[config.mk]
export PLATFORM = sky130hd
export DESIGN_NAME = l15_adapter_top
export DESIGN_NICKNAME = d
export VERILOG_FILES = /design/src/l15_adapter_pkg.sv /design/src/l15_adapter_if.sv /design/src/l15_req_fsm.sv /design/src/l15_tid_table.sv /design/src/l15_store_formatter.sv /design/src/l15_resp_router.sv /design/src/l15_inval_fifo.sv /design/src/l15_adapter_top.sv
export VERILOG_INCLUDE_DIRS = /design/src
export SDC_FILE = /design/constraint.sdc
export NUM_CORES = 1
export LEC_CHECK = 0
export BUFFER_PORTS_ARGS = -buffer_cell sky130_fd_sc_hd__buf_2
export CAP_MARGIN = 5
export CORE_AREA = 4 4 232 234
export CTS_BUF_LIST = sky130_fd_sc_hd__clkbuf_8
export CTS_CLUSTER_SIZE = 8
export DETAILED_ROUTE_END_ITERATION = 6
export DIE_AREA = 0 0 236 238
export PLACE_DENSITY = 0.43
export SYNTH_ARGS = -nofsm -noshare
export SYNTH_HDL_FRONTEND = slang
export SYNTH_SLANG_ARGS = --single-unit
[constraint.sdc]
create_clock -name clk_i -period 7.1 [get_ports clk_i]
set_input_delay 1.065 -clock clk_i [delete_from_list [all_inputs] [get_ports clk_i]]
set_output_delay 1.065 -clock clk_i [all_outputs]
set_load 0.01 [all_outputs]
[src/l15_adapter_defines.svh]
`ifndef L15_ADAPTER_DEFINES_SVH
`define L15_ADAPTER_DEFINES_SVH

// Physical address and request data
`define L15_ADDR_W        40
`define L15_DATA_W        64
`define L15_BE_W          8

// One bit gives two L1.5 thread IDs
`define L15_TID_W         1

`define REQ_ID_W          4   // Cache request ID
`define PORT_ID_W         3   // Requesting port

// Pending data-cache invalidations
`define INVAL_FIFO_DEPTH  4

// Byte swap inside each 64-bit word, 0 disables
`define L15_SWAP_ENDIAN   1

`endif

[src/l15_adapter_pkg.sv]
`include "l15_adapter_defines.svh"

package l15_adapter_pkg;

    typedef logic [`L15_ADDR_W-1:0] addr_t;
    typedef logic [`L15_DATA_W-1:0] dword_t;
    typedef logic [`L15_BE_W-1:0]   be_t;
    typedef logic [`L15_TID_W-1:0]  l15_tid_t;
    typedef logic [`REQ_ID_W-1:0]   req_id_t;
    typedef logic [`PORT_ID_W-1:0]  port_id_t;

    // Codes 0..3 are 1, 2, 4, 8 bytes, code 7 is 16 bytes
    typedef logic [2:0] l15_size_t;

    typedef enum logic [4:0] {
        L15_LOAD_RQ  = 5'b00000,
        L15_STORE_RQ = 5'b00001
    } l15_rqtype_e;

    typedef enum logic [3:0] {
        L15_LOAD_RET  = 4'b0000,
        L15_EVICT_REQ = 4'b0011,  // Invalidation only, no response
        L15_ST_ACK    = 4'b0100,
        L15_ERR_RET   = 4'b1100
    } l15_rtntype_e;

    typedef enum logic [1:0] {
        IDLE,
        WAIT_HEADER_ACK,
        WAIT_ACK
    } req_state_e;

    // Reverse byte order of one 64-bit word
    function automatic dword_t swap_bytes(input dword_t d);
        dword_t r;
        for (int i = 0; i < 8; i++) begin
            r[8*i +: 8] = d[8*(7-i) +: 8];
        end
        return r;
    endfunction

endpackage

[src/l15_adapter_if.sv]
`timescale 1ns/100ps

// Thread-ID allocation, recording and lookup
interface tid_if;
    import l15_adapter_pkg::*;

    logic     avail;      // At least one ID free
    l15_tid_t alloc_tid;  // ID used by the next request
    logic     grant;
    req_id_t  rec_id;
    port_id_t rec_pid;
    logic     rel;        // Free rel_tid on this edge
    l15_tid_t rel_tid;
    req_id_t  lk_id;
    port_id_t lk_pid;

    modport fsm    (input avail, output grant, rec_id, rec_pid);
    modport tbl    (output avail, alloc_tid, lk_id, lk_pid,
                    input grant, rec_id, rec_pid, rel, rel_tid);
    modport router (output rel, rel_tid, input lk_id, lk_pid);
endinterface

// L1.5 return channel
interface l15_rtrn_if;
    import l15_adapter_pkg::*;

    logic         val;
    l15_rtntype_e rtntype;
    l15_tid_t     threadid;
    dword_t       data0;
    dword_t       data1;
    logic         inval;       // Data-cache line invalidation
    addr_t        inval_addr;

    modport router (input val, rtntype, threadid, data0, data1, inval);
    modport fifo   (input inval_addr);
endinterface

[src/l15_req_fsm.sv]
`timescale 1ns/100ps

module l15_req_fsm (
    input  logic                      clk_i,
    input  logic                      rst_ni,
    input  logic                      req_valid_i,
    input  l15_adapter_pkg::req_id_t  req_id_i,
    input  l15_adapter_pkg::port_id_t req_pid_i,
    input  logic                      header_ack_i,
    input  logic                      ack_i,
    output logic                      l15_val_o,
    output logic                      req_ready_o,
    tid_if.fsm                        tid
);
    import l15_adapter_pkg::*;

    req_state_e state_q, state_d;
    logic       done;  // Final ack of the pending request

    always_comb begin
        state_d   = state_q;
        l15_val_o = 1'b0;
        done      = 1'b0;
        case (state_q)
            IDLE: begin
                if (req_valid_i && tid.avail) begin
                    l15_val_o = 1'b1;
                    if (header_ack_i) begin
                        if (ack_i) begin
                            done = 1'b1;
                        end else begin
                            state_d = WAIT_ACK;
                        end
                    end else begin
                        state_d = WAIT_HEADER_ACK;
                    end
                end
            end
            WAIT_HEADER_ACK: begin
                l15_val_o = 1'b1;
                if (req_valid_i && header_ack_i) begin
                    if (ack_i) begin
                        done    = 1'b1;
                        state_d = IDLE;
                    end else begin
                        state_d = WAIT_ACK;
                    end
                end
            end
            WAIT_ACK: begin
                // Fields held, valid dropped
                if (req_valid_i && ack_i) begin
                    done    = 1'b1;
                    state_d = IDLE;
                end
            end
            default: state_d = IDLE;
        endcase
    end

    assign req_ready_o = done;
    assign tid.grant   = done;
    assign tid.rec_id  = req_id_i;
    assign tid.rec_pid = req_pid_i;

    always_ff @(posedge clk_i or negedge rst_ni) begin
        if (!rst_ni) begin
            state_q <= IDLE;
        end else begin
            state_q <= state_d;
        end
    end

    // A request put on the L1.5 port is only abandoned by its ack
    a_no_drop_without_ack: assert property (
        @(posedge clk_i) disable iff (!rst_ni)
        (l15_val_o && !ack_i) |=> (state_q != IDLE)
    );

endmodule

[src/l15_tid_table.sv]
`timescale 1ns/100ps
`include "l15_adapter_defines.svh"

module l15_tid_table (
    input logic clk_i,
    input logic rst_ni,
    tid_if.tbl  tid
);
    import l15_adapter_pkg::*;

    localparam int unsigned NUM_TIDS = 1 << `L15_TID_W;

    logic [NUM_TIDS-1:0] busy_q;       // One bit per request in flight
    l15_tid_t            sel_q;        // Last offered ID
    l15_tid_t            lowest_free;
    req_id_t             id_q  [NUM_TIDS];
    port_id_t            pid_q [NUM_TIDS];

    always_comb begin
        lowest_free = '0;
        for (int i = NUM_TIDS - 1; i >= 0; i--) begin
            if (!busy_q[i]) begin
                lowest_free = l15_tid_t'(i);
            end
        end
    end

    // Keep offering the same ID until it is granted, so a release of a
    // lower ID cannot change the thread ID under a pending request
    assign tid.alloc_tid = busy_q[sel_q] ? lowest_free : sel_q;
    assign tid.avail     = ~&busy_q;

    always_ff @(posedge clk_i or negedge rst_ni) begin
        if (!rst_ni) begin
            busy_q <= '0;
            sel_q  <= '0;
        end else begin
            sel_q <= tid.alloc_tid;
            if (tid.grant) begin
                busy_q[tid.alloc_tid] <= 1'b1;
            end
            if (tid.rel) begin
                busy_q[tid.rel_tid] <= 1'b0;
            end
        end
    end

    always_ff @(posedge clk_i) begin
        if (tid.grant) begin
            id_q[tid.alloc_tid]  <= tid.rec_id;
            pid_q[tid.alloc_tid] <= tid.rec_pid;
        end
    end

    assign tid.lk_id  = id_q[tid.rel_tid];
    assign tid.lk_pid = pid_q[tid.rel_tid];

    a_grant_needs_free_id: assert property (
        @(posedge clk_i) disable iff (!rst_ni) tid.grant |-> tid.avail
    );

    // Every return must match a request still in flight
    a_release_busy_id: assert property (
        @(posedge clk_i) disable iff (!rst_ni) tid.rel |-> busy_q[tid.rel_tid]
    );

endmodule

[src/l15_store_formatter.sv]
`timescale 1ns/100ps
`include "l15_adapter_defines.svh"

module l15_store_formatter (
    input  logic                         req_write_i,
    input  logic                         req_cacheable_i,
    input  l15_adapter_pkg::addr_t       req_addr_i,
    input  l15_adapter_pkg::l15_size_t   req_size_i,
    input  l15_adapter_pkg::dword_t      req_wdata_i,
    input  l15_adapter_pkg::be_t         req_be_i,
    output l15_adapter_pkg::l15_rqtype_e l15_rqtype_o,
    output logic                         l15_nc_o,
    output l15_adapter_pkg::l15_size_t   l15_size_o,
    output l15_adapter_pkg::addr_t       l15_address_o,
    output l15_adapter_pkg::dword_t      l15_data_o
);
    import l15_adapter_pkg::*;

    logic [3:0] num_ones;    // Set byte enables
    logic [2:0] first_one;   // Lowest set byte
    logic [2:0] st_ofs;
    logic [5:0] bit_ofs;
    l15_size_t  st_size;
    dword_t     rep_data;

    always_comb begin
        num_ones  = '0;
        first_one = '0;
        for (int i = `L15_BE_W - 1; i >= 0; i--) begin
            num_ones = num_ones + 4'(req_be_i[i]);
            if (req_be_i[i]) begin
                first_one = 3'(i);
            end
        end
    end

    always_comb begin
        st_ofs = first_one;
        case (num_ones)
            4'd1:    st_size = 3'd0;
            4'd2:    st_size = 3'd1;
            4'd4:    st_size = 3'd2;
            4'd8: begin
                st_size = 3'd3;
                st_ofs  = '0;  // Full dword
            end
            default: begin
                st_size = 3'd7;
                st_ofs  = '0;
            end
        endcase
    end

    assign bit_ofs = {st_ofs, 3'b000};

    // Uncacheable short stores carry their chunk in every lane
    always_comb begin
        rep_data = req_wdata_i;
        if (req_write_i && !req_cacheable_i) begin
            case (st_size)
                3'd0:    rep_data = {8{req_wdata_i[bit_ofs +: 8]}};
                3'd1:    rep_data = {4{req_wdata_i[bit_ofs +: 16]}};
                3'd2:    rep_data = {2{req_wdata_i[bit_ofs +: 32]}};
                default: rep_data = req_wdata_i;
            endcase
        end
    end

    assign l15_rqtype_o  = req_write_i ? L15_STORE_RQ : L15_LOAD_RQ;
    assign l15_nc_o      = ~req_cacheable_i;
    assign l15_size_o    = req_write_i ? st_size :
                           (req_size_i == 3'd4) ? 3'd7 : req_size_i;  // 16B load
    assign l15_address_o = req_write_i ? {req_addr_i[`L15_ADDR_W-1:3], st_ofs} : req_addr_i;
    assign l15_data_o    = (`L15_SWAP_ENDIAN != 0) ? swap_bytes(rep_data) : rep_data;

endmodule

[src/l15_resp_router.sv]
`timescale 1ns/100ps
`include "l15_adapter_defines.svh"

module l15_resp_router (
    input  logic                        resp_ready_i,
    input  logic                        fifo_full_i,
    l15_rtrn_if.router                  rtrn,
    tid_if.router                       tid,
    output logic                        resp_valid_o,
    output l15_adapter_pkg::req_id_t    resp_id_o,
    output l15_adapter_pkg::port_id_t   resp_pid_o,
    output logic                        resp_err_o,
    output logic [2*`L15_DATA_W-1:0]    resp_data_o,
    output logic                        l15_req_ack_o,
    output logic                        fifo_push_o
);
    import l15_adapter_pkg::*;

    logic evict_only;  // Invalidation without a response
    logic fifo_ok;

    assign evict_only = (rtrn.rtntype == L15_EVICT_REQ);
    assign fifo_ok    = ~fifo_full_i;

    always_comb begin
        if (evict_only) begin
            resp_valid_o  = 1'b0;
            l15_req_ack_o = rtrn.val & fifo_ok;
        end else if (rtrn.inval) begin
            // Response and invalidation leave together
            resp_valid_o  = rtrn.val & fifo_ok;
            l15_req_ack_o = rtrn.val & fifo_ok & resp_ready_i;
        end else begin
            resp_valid_o  = rtrn.val;
            l15_req_ack_o = rtrn.val & resp_ready_i;
        end
    end

    assign fifo_push_o = l15_req_ack_o & rtrn.inval;

    // Consumed response frees its thread ID
    assign tid.rel     = l15_req_ack_o & ~evict_only;
    assign tid.rel_tid = rtrn.threadid;

    assign resp_id_o   = tid.lk_id;
    assign resp_pid_o  = tid.lk_pid;
    assign resp_err_o  = (rtrn.rtntype == L15_ERR_RET);
    assign resp_data_o = (`L15_SWAP_ENDIAN != 0) ?
                         {swap_bytes(rtrn.data1), swap_bytes(rtrn.data0)} :
                         {rtrn.data1, rtrn.data0};

endmodule

[src/l15_inval_fifo.sv]
`timescale 1ns/100ps
`include "l15_adapter_defines.svh"

module l15_inval_fifo (
    input  logic                   clk_i,
    input  logic                   rst_ni,
    input  logic                   push_i,
    l15_rtrn_if.fifo               rtrn,
    output logic                   full_o,
    input  logic                   inval_ready_i,
    output logic                   inval_valid_o,
    output l15_adapter_pkg::addr_t inval_addr_o
);
    import l15_adapter_pkg::*;

    localparam int unsigned DEPTH = `INVAL_FIFO_DEPTH;
    localparam int unsigned PTR_W = (DEPTH > 1) ? $clog2(DEPTH) : 1;

    addr_t                mem [DEPTH];
    logic [PTR_W-1:0]     wr_ptr, rd_ptr;
    logic [$clog2(DEPTH+1)-1:0] count;
    logic                 pop;

    assign full_o        = (count == DEPTH);
    assign inval_valid_o = (count != 0);
    assign pop           = inval_valid_o & inval_ready_i;
    assign inval_addr_o  = mem[rd_ptr];

    always_ff @(posedge clk_i or negedge rst_ni) begin
        if (!rst_ni) begin
            wr_ptr <= '0;
            rd_ptr <= '0;
            count  <= '0;
        end else begin
            if (push_i) begin
                wr_ptr <= (wr_ptr == PTR_W'(DEPTH - 1)) ? '0 : wr_ptr + 1'b1;
            end
            if (pop) begin
                rd_ptr <= (rd_ptr == PTR_W'(DEPTH - 1)) ? '0 : rd_ptr + 1'b1;
            end
            count <= count + push_i - pop;
        end
    end

    // Line-aligned address
    always_ff @(posedge clk_i) begin
        if (push_i) begin
            mem[wr_ptr] <= {rtrn.inval_addr[`L15_ADDR_W-1:4], 4'b0000};
        end
    end

    a_no_push_when_full: assert property (
        @(posedge clk_i) disable iff (!rst_ni) push_i |-> !full_o
    );

endmodule

[src/l15_adapter_top.sv]
`timescale 1ns/100ps
`include "l15_adapter_defines.svh"

module l15_adapter_top (
    input  logic                          clk_i,
    input  logic                          rst_ni,
    // Cache request port
    input  logic                          req_valid_i,
    output logic                          req_ready_o,
    input  l15_adapter_pkg::req_id_t      req_id_i,
    input  l15_adapter_pkg::port_id_t     req_pid_i,
    input  logic                          req_write_i,
    input  logic                          req_cacheable_i,
    input  l15_adapter_pkg::addr_t        req_addr_i,
    input  l15_adapter_pkg::l15_size_t    req_size_i,
    input  l15_adapter_pkg::dword_t       req_wdata_i,
    input  l15_adapter_pkg::be_t          req_be_i,
    // Cache response port
    input  logic                          resp_ready_i,
    output logic                          resp_valid_o,
    output l15_adapter_pkg::req_id_t      resp_id_o,
    output l15_adapter_pkg::port_id_t     resp_pid_o,
    output logic                          resp_err_o,
    output logic [2*`L15_DATA_W-1:0]      resp_data_o,
    // Invalidations toward the cache
    input  logic                          inval_ready_i,
    output logic                          inval_valid_o,
    output l15_adapter_pkg::addr_t        inval_addr_o,
    // L1.5 request
    output logic                          l15_val_o,
    output l15_adapter_pkg::l15_rqtype_e  l15_rqtype_o,
    output logic                          l15_nc_o,
    output l15_adapter_pkg::l15_size_t    l15_size_o,
    output l15_adapter_pkg::l15_tid_t     l15_threadid_o,
    output l15_adapter_pkg::addr_t        l15_address_o,
    output l15_adapter_pkg::dword_t       l15_data_o,
    input  logic                          l15_header_ack_i,
    input  logic                          l15_ack_i,
    output logic                          l15_req_ack_o,
    // L1.5 return
    input  logic                          l15_rtrn_val_i,
    input  l15_adapter_pkg::l15_rtntype_e l15_rtrn_type_i,
    input  l15_adapter_pkg::l15_tid_t     l15_rtrn_threadid_i,
    input  l15_adapter_pkg::dword_t       l15_rtrn_data0_i,
    input  l15_adapter_pkg::dword_t       l15_rtrn_data1_i,
    input  logic                          l15_rtrn_inval_i,
    input  l15_adapter_pkg::addr_t        l15_rtrn_inval_addr_i
);

    logic fifo_push;
    logic fifo_full;

    tid_if      tid_bus ();
    l15_rtrn_if rtrn_bus ();

    assign rtrn_bus.val        = l15_rtrn_val_i;
    assign rtrn_bus.rtntype    = l15_rtrn_type_i;
    assign rtrn_bus.threadid   = l15_rtrn_threadid_i;
    assign rtrn_bus.data0      = l15_rtrn_data0_i;
    assign rtrn_bus.data1      = l15_rtrn_data1_i;
    assign rtrn_bus.inval      = l15_rtrn_inval_i;
    assign rtrn_bus.inval_addr = l15_rtrn_inval_addr_i;

    assign l15_threadid_o = tid_bus.alloc_tid;  // Stable while a request is pending

    l15_req_fsm u_req_fsm (
        .clk_i        (clk_i),
        .rst_ni       (rst_ni),
        .req_valid_i  (req_valid_i),
        .req_id_i     (req_id_i),
        .req_pid_i    (req_pid_i),
        .header_ack_i (l15_header_ack_i),
        .ack_i        (l15_ack_i),
        .l15_val_o    (l15_val_o),
        .req_ready_o  (req_ready_o),
        .tid          (tid_bus.fsm)
    );

    l15_tid_table u_tid_table (
        .clk_i  (clk_i),
        .rst_ni (rst_ni),
        .tid    (tid_bus.tbl)
    );

    l15_store_formatter u_store_formatter (
        .req_write_i     (req_write_i),
        .req_cacheable_i (req_cacheable_i),
        .req_addr_i      (req_addr_i),
        .req_size_i      (req_size_i),
        .req_wdata_i     (req_wdata_i),
        .req_be_i        (req_be_i),
        .l15_rqtype_o    (l15_rqtype_o),
        .l15_nc_o        (l15_nc_o),
        .l15_size_o      (l15_size_o),
        .l15_address_o   (l15_address_o),
        .l15_data_o      (l15_data_o)
    );

    l15_resp_router u_resp_router (
        .resp_ready_i  (resp_ready_i),
        .fifo_full_i   (fifo_full),
        .rtrn          (rtrn_bus.router),
        .tid           (tid_bus.router),
        .resp_valid_o  (resp_valid_o),
        .resp_id_o     (resp_id_o),
        .resp_pid_o    (resp_pid_o),
        .resp_err_o    (resp_err_o),
        .resp_data_o   (resp_data_o),
        .l15_req_ack_o (l15_req_ack_o),
        .fifo_push_o   (fifo_push)
    );

    l15_inval_fifo u_inval_fifo (
        .clk_i         (clk_i),
        .rst_ni        (rst_ni),
        .push_i        (fifo_push),
        .rtrn          (rtrn_bus.fifo),
        .full_o        (fifo_full),
        .inval_ready_i (inval_ready_i),
        .inval_valid_o (inval_valid_o),
        .inval_addr_o  (inval_addr_o)
    );

endmodule

==> impl_summary.txt <==
----------------------------------------------------
[Run status]
  Outcome ... finished clean

[Run]
  Number of max-cap violations ... 0

[Floorplan]
  Initial core utilization ... around 21%
  Core area ... about 52000 sq um
  Die Footprint ... 56200 sq um
  Number of cell rows ... 84
  Chip Height ... 238 um
  Width of the chip ... 236 um
  Boundary pin count ... 601

[Setup path]
  CP cell instances ... buf_2 -> inv_1 -> ha_1 -> inv_1 -> fa_1 -> fa_1 -> fa_1 -> inv_1 -> fa_1 -> xnor2_4 -> mux2i_4 -> nor2_1 -> buf_4 -> a2bb2oi_1 -> a2bb2oi_2 -> o2111ai_1 -> a21boi_1 -> buf_2
  Critical-path cell with the highest stage delay ... sky130_fd_sc_hd__mux2i_4
  Startpoint class of the critical path ... input pin
  Category of the most critical setup path ... input pin to output port
  Arrival time worst endpoint ... between 5 and 6 ns
  Nature of the critical path endpoint ... output port
  Gate family responsible for the most delay along the worst path ... adder cells
  Most repeated library cell on the critical path ... sky130_fd_sc_hd__fa_1
  Critical path required time ... approximately 6.0 ns
  Highest net fanout along the worst path ... 10
  Max stage delay on crit path ... between 0.6 and 0.7 ns
  Number of buffer and inverter stages on the critical path ... 6

[Placement]
  Port-buffer cells ... 258
  Gp weighted congestion ... 0.895
  Post-Place Cell Area ... 12200 sq um
  HPWL after detailed placement ... 44400 um

[Clocking]
  Clock slew seen by the registers of the worst setup and hold paths ... 0.09 ns
  Num CTS Buffers ... 17
  Total number of H-tree levels ... 4
  Clock Tree Buf Depth ... 2
  Post-CTS setup buffer count ... 0
  CTS sink cnt ... 170
  Later-pin clock latency in the skew report ... around 0.47 ns
  CTS tree ... built
  CTS root buffer ... sky130_fd_sc_hd__clkbuf_8

[Yosys]
  Number of cells produced by synthesis ... 984
  Syn Area/Cell ... 11.4 sq um
  EDFF count, synth ... 158
  Most used DFF post-synth ... sky130_fd_sc_hd__edfxtp_1
  Yosys reg bits ... 170
  Async set-or-reset flop fraction in the synthesized netlist ... 7.06%
  Most used standard cells in the synthesized netlist ... sky130_fd_sc_hd__buf_4, sky130_fd_sc_hd__edfxtp_1, sky130_fd_sc_hd__nand2_1
  Post-synthesis instance area ... 11200 sq um
  Distinct cell type count after synthesis ... 81
  Top-count cell post-synth ... sky130_fd_sc_hd__buf_4
  Number of synthesis warnings ... 0
  Cells taking the most area after synthesis ... sky130_fd_sc_hd__edfxtp_1, sky130_fd_sc_hd__buf_4, sky130_fd_sc_hd__mux4_2, sky130_fd_sc_hd__dfrtp_1, sky130_fd_sc_hd__nand2_1
  Sequential fraction of the synthesis area ... between 40% and 50%
  Cell type with the highest aggregate area in the netlist ... sky130_fd_sc_hd__edfxtp_1
  Area share of the leading cell type in the synthesized netlist ... 42.4%

[Power]
  Combinational fraction of design power ... 49.1%
  Worst vdd ir ... 0.220 mV
  Total power ... 3.75 mW
  Power density over the cells ... 298 nW/um^2
  Sequential share of power ... 32.9%
  Total internal power ... 2.21 mW
  Leakage power figure ... roughly 4.8 nW
  Sw power ... 1.55 mW
  Clk network pwr share ... around 18%
  Net switching fraction of the power ... 41.2%

[Global routing]
  Total overflow reported by the global router ... 0
  Wire length of the first global-routing pass ... 75000 um
  Number of antenna violations at the first check in global routing ... 14
  Global routing usage summed across all routing layers ... 18.6%
  Via count of the first global-routing pass ... 9021
  Pin count of the biggest net entering global routing ... 49

[Route]
  DRC errors left ... 0
  Number of vias after detailed routing ... between 8000 and 9000
  Detailed-routing iteration count for the pre-antenna-repair pass ... 6
  Total Routed Length ... 55400 um
  Remaining antenna violation count ... 0
  Average detailed-routed wire length per instance ... 31.0 um
  Routed via count divided by cell count ... 5.01
  Detailed router's first-iteration violation count ... 718

[Timing]
  Final hold vios ... 0
  Final-report setup violation count ... 0
  Setup tns final ... 0 ns
  Setup repair after global routing missed its margin ... no
  Period Utilization, post-route ... 96.9%
  Count of pins over their slew limit ... 0
  Maximum clock frequency ... 145 MHz
  Period minus WS final ... 6.88 ns
  Worst Clk Skew ... about 0.012 ns
  Rel. slew slack ... 22.4%
  Slew at the pin with the worst max-slew slack ... roughly 1.2 ns

[Layout]
  Summed area of non-filler cells in the final layout ... ~13000 sq um
  Syn-to-layout area delta ... 12.5%
  Layout cell share with drive strength beyond 1 ... 38.0%
  Layout Nets ... 1405

[Hold path]
  Worst hold path class ... input pin to asynchronous set/reset pin

----------------------------------------------------
metal layers:
metal	vias up	track usage (%)	share of wire (%)
met4	16	4.97	2.4
met1	4373	18.9	34
met3	103	14.8	18
li1	3799	-	-
met5	-	4.55	0.64
met2	674	29.4	45
cells by family after synthesis:
group | count (synthesis) | share of synthesized area (%)
AO/OA/AOI/OAI | 292 | 19.7
buffers and inverters | 276 | 15.4
flip-flops | 170 | 45.1
AND/OR/NAND/NOR | 166 | 7.44
multiplexers | 58 | 9.54
adder cells (fa/ha/maj) | 17 | 2.24
XOR/XNOR | 4 | 0.481
other | 1 | 0.0335
stage by stage:
stage	util, %	setup WS [ns]	hold WS [ns]	std cells
2_1_floorplan	-	0.657	0.469	991
3_3_place_gp	23.4	0.212	0.495	1751
3_5_place_dp	23.4	0.159	0.508	1751
4_1_cts	24.1	0.171	0.441	1783
5_1_grt	24.2	0.0256	0.465	1785
6_report	24.2	0.223	0.487	1788
final cells by class:
| cell class | count | area (sq um) |
|---|---|---|
| fillers | 5634 | 39400 |
| clock buffers | 17 | 234 |
| multi-input cells | 545 | 4450 |
| repair buffers | 303 | 1640 |
| inverters | 45 | 169 |
| flip-flops and latches | 170 | 5050 |
| diodes | 5 | 12.5 |
| well taps | 688 | 861 |
| clock inverters | 15 | 159 |
worst paths after layout:
check	from	endpoint	slack [ns]	cells after the start
hold reg to reg	u_inval_fifo.count[0]$_DFF_PN0_	u_inval_fifo.count[0]$_DFF_PN0_	0.53	1
min in group clk_i	u_inval_fifo.count[0]$_DFF_PN0_	u_inval_fifo.count[0]$_DFF_PN0_	0.53	1
setup reg to reg	u_inval_fifo.count[1]$_DFF_PN0_	u_inval_fifo.count[2]$_DFF_PN0_	4.49	12
setup / recovery	req_be_i[6]	l15_data_o[5]	0.22	18
max in group asynchronous	rst_ni	u_inval_fifo.rd_ptr[0]$_DFFE_PN0P_	6.35	1
hold / removal	rst_ni	u_inval_fifo.count[0]$_DFF_PN0_	0.49	1
cell usage in the layout (no fill, tap or decap), types with 18 or more instances in the layout:
cell                       Yosys  layout
sky130_fd_sc_hd__nor2_1       25      25
sky130_fd_sc_hd__a211oi_1     25      25
sky130_fd_sc_hd__inv_1        45      45
sky130_fd_sc_hd__buf_4       175      44
sky130_fd_sc_hd__nand2_1      64      64
sky130_fd_sc_hd__edfxtp_1    158     158
sky130_fd_sc_hd__buf_2        19     258
sky130_fd_sc_hd__mux4_2       36      36
sky130_fd_sc_hd__a21oi_1      26      26
sky130_fd_sc_hd__o21a_1       31      31
sky130_fd_sc_hd__o21ai_0      38      38
sky130_fd_sc_hd__o211ai_1     18      18
registers in the layout, indices dropped and copies added, names as in the netlist:
register / flops
u_inval_fifo.count: 3
u_inval_fifo.rd_ptr: 2
u_tid_table.pid_q: 6
u_req_fsm.state_q: 2
u_inval_fifo.mem: 144
u_inval_fifo.wr_ptr: 2
u_tid_table.id_q: 8
u_tid_table.sel_q: 1
u_tid_table.busy_q: 2
power by group through the flow:
stage / clock (mW) / sequential [mW] / combinational (mW)
after global routing: 0.751 / 1.25 / 1.98
after global placement: 0 / 1.26 / 1.84
final: 0.675 / 1.24 / 1.84
after detailed placement: 0 / 1.26 / 1.85
after CTS: 0.713 / 1.24 / 1.86
after floorplan: 0 / 1.24 / 1.20
what timing repair did:
action                     in CTS  in global routing
hold buffers                    0                  0
gates resized for setup         0                  2
setup endpoints to repair       0                  7
hold endpoints to repair        0                  0
Note: power is estimated with default switching activity, not from simulation.
